`src/hdl/tckSampler.sv`:
```
// Pin sampler for the host JTAG lines.
// Synchronizes TCK, TMS and TDI into the core clock.
// Turns each TCK rising edge into a one-cycle strobe.

`timescale 1ns/100ps

module tckSampler (
    input  logic clk,
    input  logic rst,
    input  logic jtagTCK,
    input  logic jtagTMS,
    input  logic jtagTDI,
    output logic tckRise,
    output logic tms,
    output logic tdi
);

    // Sample chains with the newest bit at 0.
    logic [2:0] tckSync;
    logic [2:0] tmsSync;
    logic [2:0] tdiSync;

    ////////////////////////////////////////////////////////////
    // Synchronizers.
    ////////////////////////////////////////////////////////////

    // Host clock is asynchronous to the core.
    always_ff @(posedge clk) begin
        if (rst) begin
            tckSync <= '0;
            tmsSync <= '0;
            tdiSync <= '0;
            tckRise <= 1'b0;
        end else begin
            tckSync <= {tckSync[1:0], jtagTCK};
            tmsSync <= {tmsSync[1:0], jtagTMS};
            tdiSync <= {tdiSync[1:0], jtagTDI};
            // Edge flop, high for one cycle per TCK rise.
            tckRise <= tckSync[1] & ~tckSync[2];
        end
    end

    // TMS and TDI leave as deep as the rise strobe.
    // Both were sampled together with the new TCK level.
    assign tms = tmsSync[2];
    assign tdi = tdiSync[2];

endmodule

```
`config.mk`:
```
export PLATFORM = sky130hd
export DESIGN_NAME = tckSampler
export DESIGN_NICKNAME = d
export VERILOG_FILES = /design/src/hdl/tckSampler.sv
export SDC_FILE = /design/constraint.sdc
export NUM_CORES = 1
export LEC_CHECK = 0
export BUFFER_PORTS_ARGS = -buffer_cell sky130_fd_sc_hd__buf_2
export CAP_MARGIN = 20
export CORE_AREA = 2 2 39 41
export CTS_BUF_LIST = sky130_fd_sc_hd__clkbuf_4
export DETAILED_ROUTE_END_ITERATION = 10
export DIE_AREA = 0 0 41 43
export MAX_ROUTING_LAYER = met4
export PLACE_DENSITY = 0.49
export REMOVE_ABC_BUFFERS = 1
export SLEW_MARGIN = 20
export SYNTH_ARGS = -nofsm -noshare
export SYNTH_HDL_FRONTEND = slang
export SYNTH_SLANG_ARGS = --single-unit
```
`constraint.sdc`:
```
create_clock -name clk -period 0.8 [get_ports clk]
set_input_delay 0.08 -clock clk [delete_from_list [all_inputs] [get_ports clk]]
set_output_delay 0.08 -clock clk [all_outputs]
set_load 0.03 [all_outputs]
```
# --- Word level (Yosys, flattened, before mapping) ---
# Cells that the tools add are included.
totals:
  regBits: 10
  latchBits: 0
  ram_bits: 0
  mem_bits_ro: 0
  out_inout_bits: 3
  elab_cells: 6
  n_memories: 0
classes:
  n_addsub: 0
  multipliers: 0
  div: 0
  n_lt_le_gt_ge: 0
  eq_ne: 0
  n_shift: 0
  n_mux: 0
  bitwise_logic: 2
  n_reduce_logical: 0
op_table:
  columns: ["op", "n"]
  rows:
  - ["$and A1 B1 Y1", 1]
  - ["$not A1 Y1", 1]

# --- Longest topological paths before layout ---
logic_depth:
  word_depth: 2
  mapped_depth: 1

# --- Worst setup path before layout ---
# No wires, ideal clock.
synth_path:
  path_kind: "reg-to-output"
  startpoint: "register tckRise"
  endpoint: "output port tckRise"
  arrival_ns: 0.459
  slack_ns: 0.261
  stages_incl_launch_ff: 1
  path_cell_list: "dfxtp_1"
synth_rtl:
  columns: ["element", "line", "text"]
  rows:
  - ["start: declaration", "13", "output logic tckRise,"]
  - ["start signal: assignment", "39", "tckRise <= tckSync[1] & ~tckSync[2];"]
# No word-level cell between the ends.

# --- Worst setup path after layout ---
layout_path:
  startpoint: "register tdiSync[2]"
  endpoint: "output port tdi"
layout_rtl:
  columns: ["element", "line", "text"]
  rows:
  - ["start: declaration", "21", "logic [2:0] tdiSync;"]
  - ["start signal: assignment", "37", "tdiSync <= {tdiSync[1:0], jtagTDI};"]
  - ["end: declaration", "15", "output logic tdi"]
# No word-level cell between the ends.

==> flow_metrics.env <==
export IMPL_drt_iter0_drc=0
export IMPL_root_buffer="clkbuf_4"
export IMPL_cp_arrival_ns=0.70
export IMPL_cp_num_buf_inv=1
export IMPL_antenna_found_initial=0
export IMPL_path_cells="buf_6"
export IMPL_fin_crit_ns=0.7814
export IMPL_vias=165
export IMPL_maxCapViolCount=0
export IMPL_cts_buffer_depth=2
export IMPL_fill_cells=158
export IMPL_drc_errors=0
export IMPL_cts_made_buffers=3
export IMPL_crit_reg2reg_launch="tckSync[1]"
export IMPL_grt_max_degree=11
export IMPL_synth_cell_types=3
export IMPL_cp_end_kind="primary output"
export IMPL_netlist_instances=20
export IMPL_n_antenna_cell=0
export IMPL_timing_hold_ws_ns=0.02365
export IMPL_cp_start_kind="register"
export IMPL_grt_pass1_wl_um=579
export IMPL_finalSetupViolations=0
export IMPL_worst_pin_slew_ns=0.1840
export IMPL_rows=14
export IMPL_clock_latency_ns=0.26
export IMPL_cp_depth=1
export IMPL_grt_pass1_vias=148
export IMPL_p_clk_share_pct=38.1
export IMPL_place_gp_congestion=0.5795
export IMPL_seqPwrFrac_pct=56.9
export IMPL_ys_ff_latch=10
export IMPL_boundaryPins=8
export IMPL_endpoint="tdi"
export IMPL_rsz0062_at_grt="yes"
export IMPL_status="finished, final reports clean"
export IMPL_rr_worst_depth=1
export IMPL_p_int_w=0.0007224
export IMPL_clkTransAtPathRegs_ns=0.07
export IMPL_syn2layout_area_growth_pct=38.60
export IMPL_required_ns=0.72
export IMPL_totalWireLength_um=369
export IMPL_irDropWorstVdd_uv=856.6
export IMPL_grt_overflow=0
export IMPL_synth_seq_area_share_pct=74.42
export IMPL_core_area_mm2=0.001384
export IMPL_cts_tree="built"
export IMPL_post_cts_buffers=0
export IMPL_slew_headroom_pct=87.74
export IMPL_initial_utilization_pct=19.44
export IMPL_slowest_stage="dfxtp_2"
export IMPL_hold_path_class="primary input to register"
export IMPL_leakagePower_nw=0.1568
export IMPL_port_buffers=7
export IMPL_final_layout_size_suffix_gt1_share_pct=45.16
export IMPL_final_util_pct=26.94
export IMPL_syn_avg_cell_area_um2=13.45
export IMPL_reg2reg_slack_ns=0.24
export IMPL_critPathTopFamily="flip-flops"
export IMPL_rr_endpoint="tckRise"
export IMPL_fin_nets=37
export IMPL_cp_slowest_stage_delay_ns=0.32
export IMPL_skew_ns=0.004974
export IMPL_hold_viol_final=0
export IMPL_synth_warnings=0
export IMPL_die_h_um=43
export IMPL_wl_per_cell_um=7.851
export IMPL_power_density_mw_per_mm2=2463
export IMPL_hold_buffers=0
export IMPL_fp_dieW_um=41
export IMPL_crit_fanout=1
export IMPL_crit_start="tdiSync[2]"
export IMPL_cts_sinks=10
export IMPL_dieArea_mm2=0.001763
export IMPL_switchingPower_w=0.0001960
export IMPL_slew_violations=0
export IMPL_combPwrFrac_pct=5.1
export IMPL_fin_crit_sh_pct=97.67
export IMPL_synth_area_um2=269.0
export IMPL_track_usage_pct=6.198
export IMPL_crit_type="register to primary output"
export IMPL_switching_share_pct=21.34
export IMPL_final_antenna_net_count=0
export IMPL_h_tree_depth=1
export IMPL_clock_fmax_mhz=1280
export IMPL_dr_pass1_iters=1
export IMPL_viasPerCell=3.511
[registers in the layout, summed over array words and instances (netlist names)]
name / flops
tckSync: 3
tdiSync: 3
tmsSync: 3
tckRise: 1
[cell families after synthesis]
kind of cell	Yosys count	synth area share, %
flip-flops	10	74.42
AND/OR/NAND/NOR	10	25.58
[worst min-delay path by stage]
| stage | from | endpoint | slack [ns] | cells after the start |
|---|---|---|---|---|
| floorplan | rst | tckRise | 0.15 | 1 |
| global placement | jtagTCK | tckSync[0] | 0.29 | 2 |
| detailed placement | jtagTDI | tdiSync[0] | 0.30 | 2 |
| CTS | jtagTDI | tdiSync[0] | 0.02 | 2 |
| global route | jtagTCK | tckSync[0] | 0.04 | 2 |
| finish | jtagTDI | tdiSync[0] | 0.02 | 2 |
[power groups by stage]
stage	Combinational [W]	Clock, W	Sequential, W
after floorplan	0.0000135	0	0.000540
after global placement	0.0000406	0	0.000532
after CTS	0.0000475	0.000369	0.000522
after detailed placement	0.0000429	0	0.000532
final	0.0000466	0.000350	0.000522
after global routing	0.0000520	0.000405	0.000524
[synth_stat cells, drive strengths merged]
| library cell | number | area (µm²) |
|---|---|---|
| dfxtp | 10 | 200.2 |
| nor2b | 9 | 56.30 |
| nor3b | 1 | 12.51 |
[cell type report]
type | count | area (µm²) | share of cell area (%)
Clock buffer | 3 | 22.52 | 6.040
Clock inverter | 1 | 3.754 | 1.007
Sequential cell | 10 | 203.9 | 54.70
Multi-Input combinational cell | 10 | 68.82 | 18.46
Tap cell | 16 | 20.02 | 5.369
Timing Repair Buffer | 7 | 53.80 | 14.43
[per-layer routing]
| layer | track usage (%) | up-vias | routed length (µm) |
|---|---|---|---|
| li1 | - | 83 | - |
| met1 | 5.212 | 72 | 158 |
| met2 | 7.187 | 10 | 154 |
| met3 | 9.424 | 0 | 55 |
| met4 | 2.000 | 0 | 0 |
| met5 | - | - | 0 |
[layout by cell type (no fill, tap or decap)]
master and instances:
clkinv_1 1, buf_2 4, nor3b_2 1, nor2b_1 9, dfxtp_1 7, buf_6 3, dfxtp_2 3, clkbuf_4 3
[stage by stage]
stage	setup TNS, ns	worst slack [ns]	cells	total power (W)	area, µm²
after floorplan	0	0.2607	20	0.0005534	269.0
after global placement	0	0.2571	43	0.0005723	324.1
after detailed placement	0	0.2419	43	0.0005750	324.1
after CTS	0	0.001250	47	0.0009387	371.6
after global routing	-0.04120	-0.01563	47	0.0009806	372.9
final	0	0.01860	47	0.0009184	372.9
[repair_timing]
action	CTS	global route
hold endpoints to repair	0	0
resized for setup	8	1
endpoints found under the setup margin	3	3
Power figures use the tool's default switching activity.
