==> src/hdl/hatchTapPkg.sv <==
// TAP state encoding for the pin-facing hatch logic.
// Widths of the instruction and data shift registers.
// Width of the work RAM address.

package hatchTapPkg;

    ////////////////////////////////////////////////////////////
    // TAP state machine.
    ////////////////////////////////////////////////////////////

    // State register width.
    localparam int TAP_STATE_W = 3;

    // Idle and reset state.
    localparam logic [TAP_STATE_W-1:0] ST_IDLE   = 3'b000;
    // Pick the instruction path.
    localparam logic [TAP_STATE_W-1:0] ST_ISEL   = 3'b001;
    // Pick the data path.
    localparam logic [TAP_STATE_W-1:0] ST_DSEL   = 3'b101;
    // Shifting the instruction register.
    localparam logic [TAP_STATE_W-1:0] ST_ISHIFT = 3'b100;
    // Shifting the data register.
    localparam logic [TAP_STATE_W-1:0] ST_DSHIFT = 3'b010;
    // One TCK period to run the shifted command.
    localparam logic [TAP_STATE_W-1:0] ST_UPDATE = 3'b110;

    ////////////////////////////////////////////////////////////
    // Register widths.
    ////////////////////////////////////////////////////////////

    // Instruction register, MSB out first.
    localparam int IR_W   = 8;
    // Data register, MSB out first.
    localparam int DR_W   = 16;
    // Work RAM address, 64K words.
    localparam int ADDR_W = 16;

endpackage

==> src/hdl/hatchCmdPkg.sv <==
// Opcodes of the debug hatch command set.
// Status word layout captured into the instruction register.
// Instruction word union with opcode and status views.

package hatchCmdPkg;

    ////////////////////////////////////////////////////////////
    // Command codes.
    ////////////////////////////////////////////////////////////

    // No effect on the hatch or the MCU.
    localparam logic [7:0] CMD_NOP        = 8'h00;
    // Data register becomes the RAM address.
    localparam logic [7:0] CMD_SET_ADDR   = 8'h01;
    // Needs booted and paused.
    localparam logic [7:0] CMD_READ_RAM   = 8'h02;
    localparam logic [7:0] CMD_WRITE_RAM  = 8'h03;
    // Relays also need booted and paused.
    localparam logic [7:0] CMD_RELAY_SCAN = 8'h04;
    localparam logic [7:0] CMD_RELAY_SPI  = 8'h05;
    // Run and pause need booted only.
    localparam logic [7:0] CMD_RUN        = 8'h06;
    localparam logic [7:0] CMD_PAUSE      = 8'h07;

    ////////////////////////////////////////////////////////////
    // Instruction word.
    ////////////////////////////////////////////////////////////

    // Status as seen by the host after an instruction capture.
    // Reserved bits always read as zero.
    typedef struct packed {
        logic [hatchTapPkg::IR_W-3:0] reserved;
        logic                         paused;
        logic                         booted;
    } hatchStatusT;

    // Same register, read as a command or as captured status.
    typedef union packed {
        logic [hatchTapPkg::IR_W-1:0] opcode;
        hatchStatusT                  status;
    } hatchInstrT;

endpackage

==> src/hdl/hatchCommand.sv <==
// Command executor of the debug hatch.
// Decodes the instruction on execute and gates it by MCU status.
// Holds the RAM address, relay enables and pause request.

`timescale 1ns/100ps

module hatchCommand (
    input  logic                            clk,
    input  logic                            rst,
    input  logic                            execStb,
    input  logic                            isBooted,
    input  logic                            isPaused,
    input  hatchCmdPkg::hatchInstrT         instr,
    input  logic [hatchTapPkg::DR_W-1:0]    dataReg,
    output logic                            ramRdStb,
    output logic                            ramWrStb,
    output logic                            enScanRelay,
    output logic                            enSPIRelay,
    output logic                            enPaused,
    output logic [hatchTapPkg::ADDR_W-1:0]  ramAddr,
    output logic [hatchTapPkg::DR_W-1:0]    ramWrData
);

    // Opcode view of the instruction word.
    logic [hatchTapPkg::IR_W-1:0] opcode;

    // Host owns the MCU only when booted and paused.
    logic inControl;

    // One-hot decode.
    logic isSetAddr;
    logic isRead;
    logic isWrite;
    logic isScan;
    logic isSpi;
    logic isRun;
    logic isPause;

    ////////////////////////////////////////////////////////////
    // Decode.
    ////////////////////////////////////////////////////////////

    assign opcode    = instr.opcode;
    assign inControl = isBooted & isPaused;

    // Codes above PAUSE decode to nothing.
    assign isSetAddr = (opcode == hatchCmdPkg::CMD_SET_ADDR);
    assign isRead    = (opcode == hatchCmdPkg::CMD_READ_RAM);
    assign isWrite   = (opcode == hatchCmdPkg::CMD_WRITE_RAM);
    assign isScan    = (opcode == hatchCmdPkg::CMD_RELAY_SCAN);
    assign isSpi     = (opcode == hatchCmdPkg::CMD_RELAY_SPI);
    assign isRun     = (opcode == hatchCmdPkg::CMD_RUN);
    assign isPause   = (opcode == hatchCmdPkg::CMD_PAUSE);

    ////////////////////////////////////////////////////////////
    // Execute.
    ////////////////////////////////////////////////////////////

    always_ff @(posedge clk) begin
        if (rst) begin
            ramRdStb    <= 1'b0;
            ramWrStb    <= 1'b0;
            ramAddr     <= '0;
            enScanRelay <= 1'b0;
            enSPIRelay  <= 1'b0;
            enPaused    <= 1'b0;
        end else begin
            // RAM strobes last one cycle.
            ramRdStb <= execStb && isRead && inControl;
            ramWrStb <= execStb && isWrite && inControl;
            if (execStb) begin
                // Address load needs no MCU state.
                if (isSetAddr) begin
                    ramAddr <= dataReg;
                end
                // Any executed command rewrites both relays.
                enScanRelay <= isScan && inControl;
                enSPIRelay  <= isSpi && inControl;
                // Run and pause act on a booted MCU only.
                if (isBooted && isRun) begin
                    enPaused <= 1'b0;
                end else if (isBooted && isPause) begin
                    enPaused <= 1'b1;
                end
            end
        end
    end

    // Write data comes straight from the shifted word.
    assign ramWrData = dataReg;

endmodule

==> config.mk <==
export PLATFORM = sky130hd
export DESIGN_NAME = hatchCommand
export DESIGN_NICKNAME = d
export VERILOG_FILES = /design/src/hdl/hatchTapPkg.sv /design/src/hdl/hatchCmdPkg.sv /design/src/hdl/hatchCommand.sv
export SDC_FILE = /design/constraint.sdc
export NUM_CORES = 1
export LEC_CHECK = 0
export ABC_CLOCK_PERIOD_IN_PS = 1100
export BUFFER_PORTS_ARGS = -buffer_cell sky130_fd_sc_hd__buf_2
export CAP_MARGIN = 25
export CORE_MARGIN = 3
export CORE_UTILIZATION = 38
export DETAILED_ROUTE_END_ITERATION = 12
export GPL_TIMING_DRIVEN = 1
export PLACE_DENSITY = 0.78
export SLEW_MARGIN = 25
export SYNTH_ARGS = -nofsm -noshare
export SYNTH_HDL_FRONTEND = slang
export SYNTH_SLANG_ARGS = --single-unit
export TNS_END_PERCENT = 50
==> constraint.sdc <==
create_clock -name clk -period 1.1 [get_ports clk]
set_clock_uncertainty 0.15 [all_clocks]
set_input_delay 0 -clock clk [delete_from_list [all_inputs] [get_ports clk]]
set_output_delay 0 -clock clk [all_outputs]
set_load 0.02 [all_outputs]
* Word level (Yosys, flattened, before mapping)
Index checks and enable logic that the tools add are counted.
** Storage, ports and cells
- Bits in registers :: 21
- Input bits :: 29
- Output and inout port bits :: 37
- Logic and storage cells :: 27
** Cells by class
- Equality and inequality tests :: 7
- Mux-type cells :: 2
- Bitwise operators :: 1
- Reductions and logical operators :: 11
** Operators with widths (number)
- equality test 8 x 3 -> 1 bit, second input constant :: 4
- equality test 8 x 2 -> 1 bit, second input constant :: 2
- equality test 8 x 1 -> 1 bit, second input constant :: 1
- logical AND 1 bit :: 8
- AND reduction 2 bit :: 2
- 2-to-1 mux 1 bit :: 2
- nonzero test 2 bit :: 1
- AND 1 bit :: 1

* Longest topological paths before layout
- Depth in word-level cells :: 4
- Mapped depth :: 5

* Worst setup path after synthesis
OpenSTA, ideal clock, no wires.
- Kind :: input to register
- From :: input port instr[5] (netlist bit)
- To :: register ramAddr[0] (netlist bit)
- Setup time :: 0.072 ns
- Data arrival time :: 0.939 ns
- Data required time :: 0.878 ns
- Slack :: -0.060 ns
- Stages :: 5
- Buffers on the path :: 2
- Cell sequence :: nor4_4 > and4b_1 > buf_6 > buf_12 > mux2i_1
** Between the ends
- Cells in the longest elaborated chain, start to end :: 2
** RTL lines
- from (decl) :: RTL line hatchCommand.sv:13 : input hatchCmdPkg::hatchInstrT instr,
- equality test 8 x 1 -> 1 bit :: RTL line hatchCommand.sv:47 : assign isSetAddr = (opcode == hatchCmdPkg::CMD_SET_ADDR);
- AND reduction 2 bit (no line)
- to (signal assigned) :: RTL line hatchCommand.sv:74 : ramAddr <= dataReg;
- to (decl) :: RTL line hatchCommand.sv:20 : output logic [hatchTapPkg::ADDR_W-1:0] ramAddr,
Every way passes these cells.
A chain may end at the register's enable or synchronous reset.

* Worst setup path after layout
- From :: input port execStb
- To :: register enSPIRelay
** RTL lines
- from (decl) :: RTL line hatchCommand.sv:10 : input logic execStb,
- to (signal assigned) :: RTL line hatchCommand.sv:78 : enSPIRelay <= isSpi && inControl;
- to (decl) :: RTL line hatchCommand.sv:18 : output logic enSPIRelay,
No word-level cell between the ends.

==> impl_metrics.toml <==
[sta]
max_slew.worst_pin.slew_ns = 0.245
grt_setup_unrepaired = "true"
fmax_ghz = 0.937
slew_viol_final = 0
setup_violations = 0
fin_crit_ns = 1.07
slew_headroom_pct = 83.6
fin_crit_sh_pct = 97.0
whs_ns = -0.0874
finalHoldViolCount = 4

[worst_setup_path]
reg2reg_depth = 2
criticalPathCategory = "input port to register"
arrival_ns = 1.12
path_max_fanout = 3
cp_data_required_time_ns = 1.15
reg2reg_from = "enSPIRelay$_SDFFE_PP0P_"
cp-end-kind = "register"
critPathLaunchType = "input port"
regToRegEndpoint = "enSPIRelay$_SDFFE_PP0P_"
r2r_slack_ns = 0.19

[layout]
antennaDiodeCount = 0
layout_common_cells = "buf_2, dlygate4sd3_1, dfxtp_1"
areaGrowthSynthToFinish_pct = 52.4
fin_area_um2 = 1610
nets = 220
drive_gt1_share_pct = 41.1
final_common_cell = "buf_2"

[global_route]
grt_max_degree = 22
antenna_found_initial = 0
track_usage_pct = 16.8
grt_pass1_wl_mm = 4.54
overflow = 0
first_global_vias = 1025

[floorplanning]
fp.coreArea_um2 = 2540
fp.dieW_um = 58.7
io_pins = 66
die_area_um2 = 3440
initial_utilization_pct = 41.4
die_h_um = 58.7
rows = 18

[clocking]
worst_skew_pair.late_latency_ns = 0.30
cts_tree = "done"
clkSinkCount = 21
cts_max_level = 1
clock_tree.root_cell = "clkbuf_4"
numCtsBuffers = 3
path_clk_slew_ns = 0.13
clockBufferDepth = 2

[min_path]
worstHoldPathType = "input port to register"
worst_hold_path.endpoint = "ramAddr[14]$_SDFFE_PP0P_"
hold_depth = 3
min-delay-start = "rst"

[logic_synthesis]
ys_seq_elements = 21
synth_area_per_cell_um2 = 9.41
synth_top_area_share_pct = 39.9
syn_area_um2 = 1050
synth_cell_types = 18
synth.net_count = 141
postSynthCellCount = 112
yosysWarnings = 0
ys_top_cells_by_area = "dfxtp_1, mux2i_1, buf_4, nand2b_1, nand2_1"
yosysSeqAreaShare_pct = 39.9
synth_top_cell_by_area = "dfxtp_1"

[placed_design]
port_buffers = 65
gp_congestion = 0.721
hpwl_mm = 1.75
place_area_um2 = 1320

[detailed_routing]
vias = 1039
drt_iter0_drc = 23
highest_layer = "met4"
dr_wl_met3_um = 299
finalWirelength_mm = 2.72
drc = 0
wl_met1_mm = 1.08
first_pass_iters = 4
via_per_inst = 4.72
wl_met2_mm = 1.30
ant_nets = 0
wl_per_cell_um = 12.3

[power_and_ir_drop]
p_leak_nw = 0.758
ir_drop_uv = 591
powerDensity_nw_per_um2 = 884

[outcome]
violations = "hold timing"
status = "finished with violations"

[run]
max_cap_violations = 0
[stage by stage]
| stage | instances | TNS, ns | power, mW | util, % | setup slack (ns) |
|---|---|---|---|---|---|
| floorplan | 112 | -0.604 | 0.915 | - | -0.0604 |
| global placement | 191 | -1.93 | 0.985 | 51.9 | -0.129 |
| detailed placement | 191 | -2.94 | 0.990 | 51.9 | -0.212 |
| CTS | 219 | 0 | 1.42 | 62.4 | 0.0678 |
| global route | 220 | -0.00954 | 1.50 | 63.1 | -0.00799 |
| finish | 220 | 0 | 1.42 | 63.1 | 0.0326 |
[cells in the mapped netlist]
cell	count
nor3_1	2
nand3_1	2
mux2i_1	17
buf_6	1
inv_1	4
nand4_1	1
clkbuf_1	4
nor2_1	1
nand2_1	20
and4b_1	2
buf_4	16
nand2b_1	14
nor4_4	1
nand4b_1	2
nor3b_2	1
dfxtp_1	21
o32ai_1	2
buf_12	1
[how the worst max path moves through the flow]
stage              from                        to  cells past startpoint
2_1_floorplan  instr[5]   ramAddr[0]$_SDFFE_PP0P_                      5
5_1_grt         execStb   enSPIRelay$_SDFFE_PP0P_                      4
6_report        execStb   enSPIRelay$_SDFFE_PP0P_                      4
4_1_cts        instr[2]       ramWrStb$_SDFF_PP0_                      5
3_5_place_dp   instr[5]  ramAddr[15]$_SDFFE_PP0P_                      5
3_3_place_gp   instr[5]   ramAddr[5]$_SDFFE_PP0P_                      5
[cells by family (layout without fill, tap and decap cells)]
group / after synthesis / in the layout / share of synthesized area [%]
and+or+nand+nor: 46 / 46 / 25.1
muxes: 17 / 17 / 16.2
buffers and inverters: 26 / 104 / 17.2
DFF: 21 / 21 / 39.9
AOI/OAI and AO/OA: 2 / 2 / 1.66
[power by group]
part,switching [mW],internal [mW]
Sequential,0.000392,0.761
Combinational,0.133,0.153
Clock,0.236,0.135
[layout make-up]
type / count / area, µm²
Sequential cell: 21 / 420
Fill cell: 219 / 940
Multi-Input combinational cell: 65 / 457
Tap cell: 30 / 37.5
Inverter: 4 / 15.0
Clock inverter: 1 / 5.00
Timing Repair Buffer: 96 / 648
Clock buffer: 3 / 22.5
[sequential cells by signal, indices dropped and copies added, names as in the netlist]
register     flops
enScanRelay      1
enPaused         1
enSPIRelay       1
ramAddr         16
ramWrStb         1
ramRdStb         1
[routing by layer]
metal,track usage [%],vias to the layer above
met5,0,-
met3,4.39,6
met1,18.5,460
met4,6.15,0
met2,30.8,59
li1,-,514
[worst max-delay path, stage by stage]
cell           delay, ns
buf_2               0.10
buf_4               0.13
dlygate4sd3_1       0.59
o32ai_1             0.29
[what timing repair did]
action | 4_1_cts | 5_1_grt
hold buffers | 24 | 1
setup endpoints to repair | 0 | 4
resized for setup | 0 | 2
buffers inserted | 0 | 0
hold endpoints to repair | 21 | 6
(Power assumes the default switching activity.)
