$ cat src/hdl/hatchTapPkg.sv
// TAP state encoding for the pin-facing hatch logic.
// Widths of the instruction and data shift registers.
// Width of the work RAM address.

package hatchTapPkg;

    ////////////////////////////////////////////////////////////
    // TAP state machine.
    ////////////////////////////////////////////////////////////

    // State register width.
    localparam int TAP_STATE_W = 3;

    // Idle and reset state.
    localparam logic [TAP_STATE_W-1:0] ST_IDLE   = 3'b000;
    // Pick the instruction path.
    localparam logic [TAP_STATE_W-1:0] ST_ISEL   = 3'b001;
    // Pick the data path.
    localparam logic [TAP_STATE_W-1:0] ST_DSEL   = 3'b101;
    // Shifting the instruction register.
    localparam logic [TAP_STATE_W-1:0] ST_ISHIFT = 3'b100;
    // Shifting the data register.
    localparam logic [TAP_STATE_W-1:0] ST_DSHIFT = 3'b010;
    // One TCK period to run the shifted command.
    localparam logic [TAP_STATE_W-1:0] ST_UPDATE = 3'b110;

    ////////////////////////////////////////////////////////////
    // Register widths.
    ////////////////////////////////////////////////////////////

    // Instruction register, MSB out first.
    localparam int IR_W   = 8;
    // Data register, MSB out first.
    localparam int DR_W   = 16;
    // Work RAM address, 64K words.
    localparam int ADDR_W = 16;

endpackage

$ cat src/hdl/hatchCmdPkg.sv
// Opcodes of the debug hatch command set.
// Status word layout captured into the instruction register.
// Instruction word union with opcode and status views.

package hatchCmdPkg;

    ////////////////////////////////////////////////////////////
    // Command codes.
    ////////////////////////////////////////////////////////////

    // No effect on the hatch or the MCU.
    localparam logic [7:0] CMD_NOP        = 8'h00;
    // Data register becomes the RAM address.
    localparam logic [7:0] CMD_SET_ADDR   = 8'h01;
    // Needs booted and paused.
    localparam logic [7:0] CMD_READ_RAM   = 8'h02;
    localparam logic [7:0] CMD_WRITE_RAM  = 8'h03;
    // Relays also need booted and paused.
    localparam logic [7:0] CMD_RELAY_SCAN = 8'h04;
    localparam logic [7:0] CMD_RELAY_SPI  = 8'h05;
    // Run and pause need booted only.
    localparam logic [7:0] CMD_RUN        = 8'h06;
    localparam logic [7:0] CMD_PAUSE      = 8'h07;

    ////////////////////////////////////////////////////////////
    // Instruction word.
    ////////////////////////////////////////////////////////////

    // Status as seen by the host after an instruction capture.
    // Reserved bits always read as zero.
    typedef struct packed {
        logic [hatchTapPkg::IR_W-3:0] reserved;
        logic                         paused;
        logic                         booted;
    } hatchStatusT;

    // Same register, read as a command or as captured status.
    typedef union packed {
        logic [hatchTapPkg::IR_W-1:0] opcode;
        hatchStatusT                  status;
    } hatchInstrT;

endpackage

$ cat src/hdl/hatchTap.sv
// TAP state machine of the debug hatch.
// Instruction and data shift registers with status capture.
// Registered TDO drive and the execute strobe.

`timescale 1ns/100ps

module hatchTap (
    input  logic                            clk,
    input  logic                            rst,
    input  logic                            tckRise,
    input  logic                            tms,
    input  logic                            tdi,
    input  logic                            isBooted,
    input  logic                            isPaused,
    input  logic                            rdValid,
    input  logic [hatchTapPkg::DR_W-1:0]    rdData,
    output logic                            jtagTDO,
    output logic                            execStb,
    output hatchCmdPkg::hatchInstrT         instr,
    output logic [hatchTapPkg::DR_W-1:0]    dataReg
);

    // State register.
    logic [hatchTapPkg::TAP_STATE_W-1:0] stateQ;
    logic [hatchTapPkg::TAP_STATE_W-1:0] stateD;

    // Shift registers.
    hatchCmdPkg::hatchInstrT             irQ;
    hatchCmdPkg::hatchInstrT             irD;
    logic [hatchTapPkg::DR_W-1:0]        drQ;
    logic [hatchTapPkg::DR_W-1:0]        drD;

    // Decoded moves for this TCK rise.
    logic iShiftStep;
    logic dShiftStep;
    logic getStatus;
    logic enterUpdate;

    ////////////////////////////////////////////////////////////
    // Next state.
    ////////////////////////////////////////////////////////////

    always_comb begin
        stateD = stateQ;
        // Moves only on a TCK rise.
        if (tckRise) begin
            case (stateQ)
                hatchTapPkg::ST_IDLE:
                    stateD = tms ? hatchTapPkg::ST_IDLE : hatchTapPkg::ST_ISEL;
                hatchTapPkg::ST_ISEL:
                    stateD = tms ? hatchTapPkg::ST_DSEL : hatchTapPkg::ST_ISHIFT;
                hatchTapPkg::ST_DSEL:
                    stateD = tms ? hatchTapPkg::ST_IDLE : hatchTapPkg::ST_DSHIFT;
                hatchTapPkg::ST_ISHIFT:
                    stateD = tms ? hatchTapPkg::ST_UPDATE : hatchTapPkg::ST_ISHIFT;
                hatchTapPkg::ST_DSHIFT:
                    stateD = tms ? hatchTapPkg::ST_IDLE : hatchTapPkg::ST_DSHIFT;
                // UPDATE always falls back to idle.
                default:
                    stateD = hatchTapPkg::ST_IDLE;
            endcase
        end
    end

    // Every rise in a shift state shifts, including the exiting one.
    assign iShiftStep  = tckRise && (stateQ == hatchTapPkg::ST_ISHIFT);
    assign dShiftStep  = tckRise && (stateQ == hatchTapPkg::ST_DSHIFT);
    // Leaving I-SEL towards I-SHIFT captures status.
    assign getStatus   = tckRise && (stateQ == hatchTapPkg::ST_ISEL) && !tms;
    assign enterUpdate = iShiftStep && tms;

    ////////////////////////////////////////////////////////////
    // Shift registers.
    ////////////////////////////////////////////////////////////

    always_comb begin
        irD = irQ;
        if (getStatus) begin
            // Status view, reserved bits cleared.
            irD.status.reserved = '0;
            irD.status.paused   = isPaused;
            irD.status.booted   = isBooted;
        end else if (iShiftStep) begin
            irD.opcode = {irQ.opcode[hatchTapPkg::IR_W-2:0], tdi};
        end
    end

    always_comb begin
        drD = drQ;
        // RAM read data lands here for the next data shift.
        if (rdValid) begin
            drD = rdData;
        end else if (dShiftStep) begin
            drD = {drQ[hatchTapPkg::DR_W-2:0], tdi};
        end
    end

    ////////////////////////////////////////////////////////////
    // Registers and TDO.
    ////////////////////////////////////////////////////////////

    always_ff @(posedge clk) begin
        if (rst) begin
            stateQ  <= hatchTapPkg::ST_IDLE;
            irQ     <= '0;
            drQ     <= '0;
            jtagTDO <= 1'b0;
            execStb <= 1'b0;
        end else begin
            stateQ  <= stateD;
            irQ     <= irD;
            drQ     <= drD;
            // Taken from next values, so TDO settles with the state.
            jtagTDO <= (stateD == hatchTapPkg::ST_DSHIFT) ?
                       drD[hatchTapPkg::DR_W-1] : irD.opcode[hatchTapPkg::IR_W-1];
            // One pulse on entry to UPDATE.
            execStb <= enterUpdate;
        end
    end

    assign instr   = irQ;
    assign dataReg = drQ;

endmodule

$ cat config.mk
export PLATFORM = sky130hd
export DESIGN_NAME = hatchTap
export DESIGN_NICKNAME = d
export VERILOG_FILES = /design/src/hdl/hatchTapPkg.sv /design/src/hdl/hatchCmdPkg.sv /design/src/hdl/hatchTap.sv
export SDC_FILE = /design/constraint.sdc
export NUM_CORES = 1
export LEC_CHECK = 0
export ABC_AREA = 1
export BUFFER_PORTS_ARGS = -buffer_cell sky130_fd_sc_hd__buf_4
export CAP_MARGIN = 10
export CORE_ASPECT_RATIO = 0.7
export CORE_MARGIN = 2
export CORE_UTILIZATION = 28
export DETAILED_ROUTE_END_ITERATION = 8
export GPL_TIMING_DRIVEN = 0
export MAX_ROUTING_LAYER = met4
export PLACE_DENSITY_LB_ADDON = 0.08
export RECOVER_POWER = 100
export SETUP_SLACK_MARGIN = 0.1
export SYNTH_ARGS = -nofsm -noshare
export SYNTH_HDL_FRONTEND = slang
export SYNTH_SLANG_ARGS = --single-unit
$ cat constraint.sdc
create_clock -name clk -period 1.3 [get_ports clk]
set_input_delay 0.325 -clock clk [delete_from_list [all_inputs] [get_ports clk]]
set_output_delay 0.325 -clock clk [all_outputs]
set_load 0.01 [all_outputs]
# After elaboration in Yosys (flattened, before gate mapping)

Cells that the tools add are included.

Word-level logic and storage cells: 35
Output and inout bits: 26
Register bits after elaboration: 29

Reduce and logical (&&, ||, !) cells: 11
Muxes and demuxes: 11
Equality and inequality tests: 5

Operators by type and width:

| kind                                                | count |
|---|---|
| 2-to-1 mux 16 bit                                   | 2 |
| 2-to-1 mux 8 bit                                    | 2 |
| one-hot mux 3 bit (4 select lines)                  | 1 |
| equality test 3 x 2 -> 1 bit, second input constant | 2 |
| equality test 3 bit, second input constant          | 2 |
| logical AND 1 bit                                   | 5 |
| 2-to-1 mux 2 bit                                    | 2 |
| nonzero test 2 bit                                  | 2 |
| OR reduction 2 bit                                  | 2 |
| equality test 3 x 1 -> 1 bit, second input constant | 1 |
| zero test 3 bit                                     | 1 |
| 2-to-1 mux 1 bit                                    | 3 |
| 2-to-1 mux 3 bit                                    | 1 |
| zero test 1 bit                                     | 1 |

# Longest topological paths before layout

Depth after elaboration: 6
Depth in mapped cells: 10
Gate-level depth less buffers: 10

# Worst setup path before layout

Ideal clock, no wire load.

Kind: register to register
From: reg stateQ[2] (netlist name)
To: reg drQ (netlist bit dataReg[10])
Path slack: 0.127 ns
Arrival: 1.063 ns
Cell stages (with the launch flop): 10
Period minus slack after synthesis: 1.173 ns
Cell sequence: dfxtp_1 -> nor2_2 -> nand3_2 -> nand2_2 -> inv_2 -> buf_6 -> nand2_1 -> nand3_1 -> nand2_1 -> inv_1

Word-level cells in the longest chain between the ends: 3

RTL lines:

| element                             | RTL line        | source |
|---|---|---|
| start: declaration                  | hatchTap.sv:24  | `logic [hatchTapPkg::TAP_STATE_W-1:0] stateQ;` |
| start signal: assignment            | hatchTap.sv:104 | `stateQ <= hatchTapPkg::ST_IDLE;` |
| start signal: assignment            | hatchTap.sv:110 | `stateQ <= stateD;` |
| equality test 3 x 2 -> 1 bit        | hatchTap.sv:67  | `assign dShiftStep = tckRise && (stateQ == hatchTapPkg::ST_DSHIFT);` |
| logical AND 1 bit                   | hatchTap.sv:67  |  |
| nonzero test 2 bit (no source line) | --              |  |
| end signal: assignment              | hatchTap.sv:112 | `drQ <= drD;` |
| end: declaration                    | hatchTap.sv:30  | `logic [hatchTapPkg::DR_W-1:0] drQ;` |

No other way between the ends.
A chain may end at the register's enable or synchronous reset.

# Final worst setup path

From: reg stateQ[0] (netlist name)
To: reg drQ (netlist bit dataReg[6])

Same word-level chain as after synthesis.

==> summary.md <==
| Metric | Value |
|---|---|
| CP max stage delay | ~370 ps |
| Post-synth top area cell | dfxtp_1 |
| GRT overflow | 0 |
| Outcome | finished, final reports clean |
| Peak supply drop | approximately 380 uV |
| Switching power | between 500 and 600 uW |
| Ratio of cells with drive above 1 in the final layout | approximately 27% |
| First-pass detailed-route iteration total | 4 |
| Slowest stage cell, crit path | dfxtp_4 |
| Antenna Nets Post-Route | 0 |
| Crit path required time | about 1500 ps |
| Max_slew headroom | 69.3% |
| Fmax | a little over 0.8 GHz |
| Worst Clk Skew | 7.12 ps |
| Synthesized area | 1360 um^2 |
| Compound-cell area share of the yosys netlist | ~9% |
| Internal | 1560 uW |
| CTS Root Cell | clkbuf_8 |
| Dpl ws | -152 ps |
| Post-Synth Adder-Cell Area | 0% |
| Rows | 21 |
| Max-cap violation count | 0 |
| Total track usage | between 10% and 20% |
| Hold Path Class | in -> reg |
| Yosys warns | 0 |
| CTS clk-pin slew, worst paths | around 70 ps |
| Crit path max-delay family | simple AND/OR/NAND/NOR gates |
| Final hold violation count | 0 |
| DPL Wire Length | 2.66 mm |
| Largest net degree at the start of global routing | 11 |
| RD Place Congestion | 0.778 |
| Setup_tns | 0 ps |
| Clock period minus final worst setup slack | between 1000 and 1500 ps |
| Worst path cell trace | nor2_4 -> nand3_4 -> nand2_4 -> inv_6 -> buf_6 -> nand2_1 -> nand3_2 -> nand2_1 -> inv_1 |
| DIE AREA | 5450 um^2 |
| P_leak | 0.000945 uW |
| Startpoint Class | register |
| Distinct cells, synth | 21 |
| Number of global-route vias before repair | approximately 1300 |
| Post-layout util | roughly two fifths |
| Area share of the largest cell type after synthesis | between 40% and 50% |
| Final WL | ~3.9 mm |
| Final setup fails | 0 |
| 1st-iter DRT viols | 111 |
| Height of the chip | between 60 and 70 um |
| Clock Sinks | 29 |
| CORE AREA | 4730 um^2 |
| Num ports | 50 |
| Synth Area in Simple Gates | between 30% and 40% |
| Mean post-synth cell area | between 6 and 7 um^2 |
| Syn nets | ~220 |
| Finished Layout Cells | around 320 |
| Worst slew pin tran | approximately 460 ps |
| CTS Buf Count | 5 |
| # fillers | 550 |
| Crit Path Category | reg -> reg |
| Commonest cells after routing, fill and taps aside | 65 x nand2_1, 27 x clkbuf_1, 26 x dfxtp_1 |
| Number of H-tree levels | 2 |
| Fin. max-slew vios | 0 |
| CTS max path bufs | 2 |
| IO Port Bufs | between 40 and 50 |
| Initial antenna violation count | 0 |
| Setup ws final | ~74 ps |
| XOR/XNOR Fraction of Synth Area | 0% |
| Critical Path AT | approximately 1400 ps |
| Post-synthesis mux area share | 0% |
| First-pass GRT wire length | 6.23 mm |
| Via count | 1428 |
| DRC violations left | 0 |
| Final #Nets | 285 |
| Reg power frac | 45.0% |
| CTS tree | yes |
| Clk_lat worst skew | between 200 and 300 ps |
| Most used cell, CP | nand2_1 |
| Antenna Cells | 0 |
| CTS Hold Bufs | 0 |
| Clock share of power | between 30 and 40% |
| Avg WL per Cell | about 12 um |
| RSZ-0062 raised after global routing | true |
| Post-synthesis sequential area ratio | 42.6% |
| Die Width | roughly 87 um |
| Largest family of logic cells by synthesized area | simple AND/OR/NAND/NOR gates |
| Pwr Density | 1090 nW/um^2 |
| DR vias/cell | around 4.5 |
| CP bufs+invs | 3 |
| Crit-path max FO | 5 |
| Synth area leaders | dfxtp_1 43%, nand2_1 20%, nand3_1 9.9% |
| Initial Util | 28.8% |
| Crit path capture type | register |
| Fin crit share | between 90 and 100% |
| Proportion of power drawn by combinational gates | around 16% |
| Flops & latches, synth | 29 |
| Sw Share | between 20 and 30% |
| Gate Count Post-Synth | 200 |
| Area Overhead vs Synth | 44.3% |
| Dpl cells | 304 |
| Commonest non-fill, non-tap cell in the layout | nand2_1 |
-- power by group through the flow --
stage / Combinational, uW / Clock [uW] / Sequential (uW)
final: 341 / 842 / 967
after global routing: 382 / 925 / 973
after CTS: 349 / 867 / 966
after detailed placement: 316 / 0 / 984
after global placement: 314 / 0 / 985
after floorplan: 157 / 0 / 993
-- repair_timing --
item,CTS,global route
setup buffers,5,0
endpoints found under the hold margin,0,0
endpoints found under the setup margin,22,20
pin swaps,3,1
resized for setup,17,19
gates cloned,1,1
-- metal layers --
layer	track usage, %	wire, um	vias up
met1	22.2	2070	629
met5	-	0	-
met3	5.19	272	2
li1	-	-	758
met4	3.46	12	0
met2	20.1	1570	39
-- cell usage after synthesis --
cell,instances
nor3_1,3
buf_2,3
buf_6,3
nor2_2,2
nand2_2,1
inv_2,4
o21ai_1,1
or2_2,1
a31oi_1,4
a21oi_1,8
o21ai_0,2
nor2_1,10
a22oi_1,2
inv_1,21
o211ai_1,2
nand2_1,71
o211ai_2,1
clkbuf_1,2
nand3_1,27
dfxtp_1,29
nand3_2,3
-- registers in the layout (all words and copies together) (netlist names) --
signal   count
dataReg     16
execStb      1
instr        8
jtagTDO      1
stateQ       3
-- cell type report --
type	count	area (um^2)	share of cell area, %
Inverter	25	104	5.28
Clock buffer	7	96.3	4.90
Clock inverter	1	5.00	0.255
Tap cell	57	71.3	3.63
Multi-Input combinational cell	138	707	36.0
Timing Repair Buffer	54	329	16.7
Buffer	8	61.3	3.12
Sequential cell	29	592	30.1
-- cell families after synthesis --
family | Yosys count
AND/OR/NAND/NOR | 118
AO/OA/AOI/OAI | 20
flip-flops | 29
buffers and inverters | 33
-- metrics by stage --
stage / hold WS, ps / cell area, um^2 / power, uW
6_report: 331 / 1970 / 2150
4_1_cts: 322 / 1990 / 2180
3_3_place_gp: 474 / 1790 / 1300
2_1_floorplan: 484 / 1360 / 1150
3_5_place_dp: 471 / 1790 / 1300
5_1_grt: 339 / 1970 / 2280
-- worst reg2reg max path, cell delays in order (launching register included) --
cell and delay (ps):
dfxtp_4 370, nor2_4 130, nand3_4 120, nand2_4 120, inv_6 50, buf_6 130
nand2_1 70, nand3_2 50, nand2_1 50, inv_1 40
-- final timing paths --
check	startpoint	endpoint	slack [ps]	depth (start not counted)
max	stateQ[0]$_SDFF_PP0_	dataReg[6]$_SDFFE_PP0P_	70	9
min	rdData[0]	dataReg[0]$_SDFFE_PP0P_	330	3
max reg2reg	stateQ[0]$_SDFF_PP0_	dataReg[6]$_SDFFE_PP0P_	70	9
min reg2reg	instr[5]$_SDFFE_PP0N_	instr[6]$_SDFFE_PP0N_	480	2
Power figures use the tool's default switching activity.
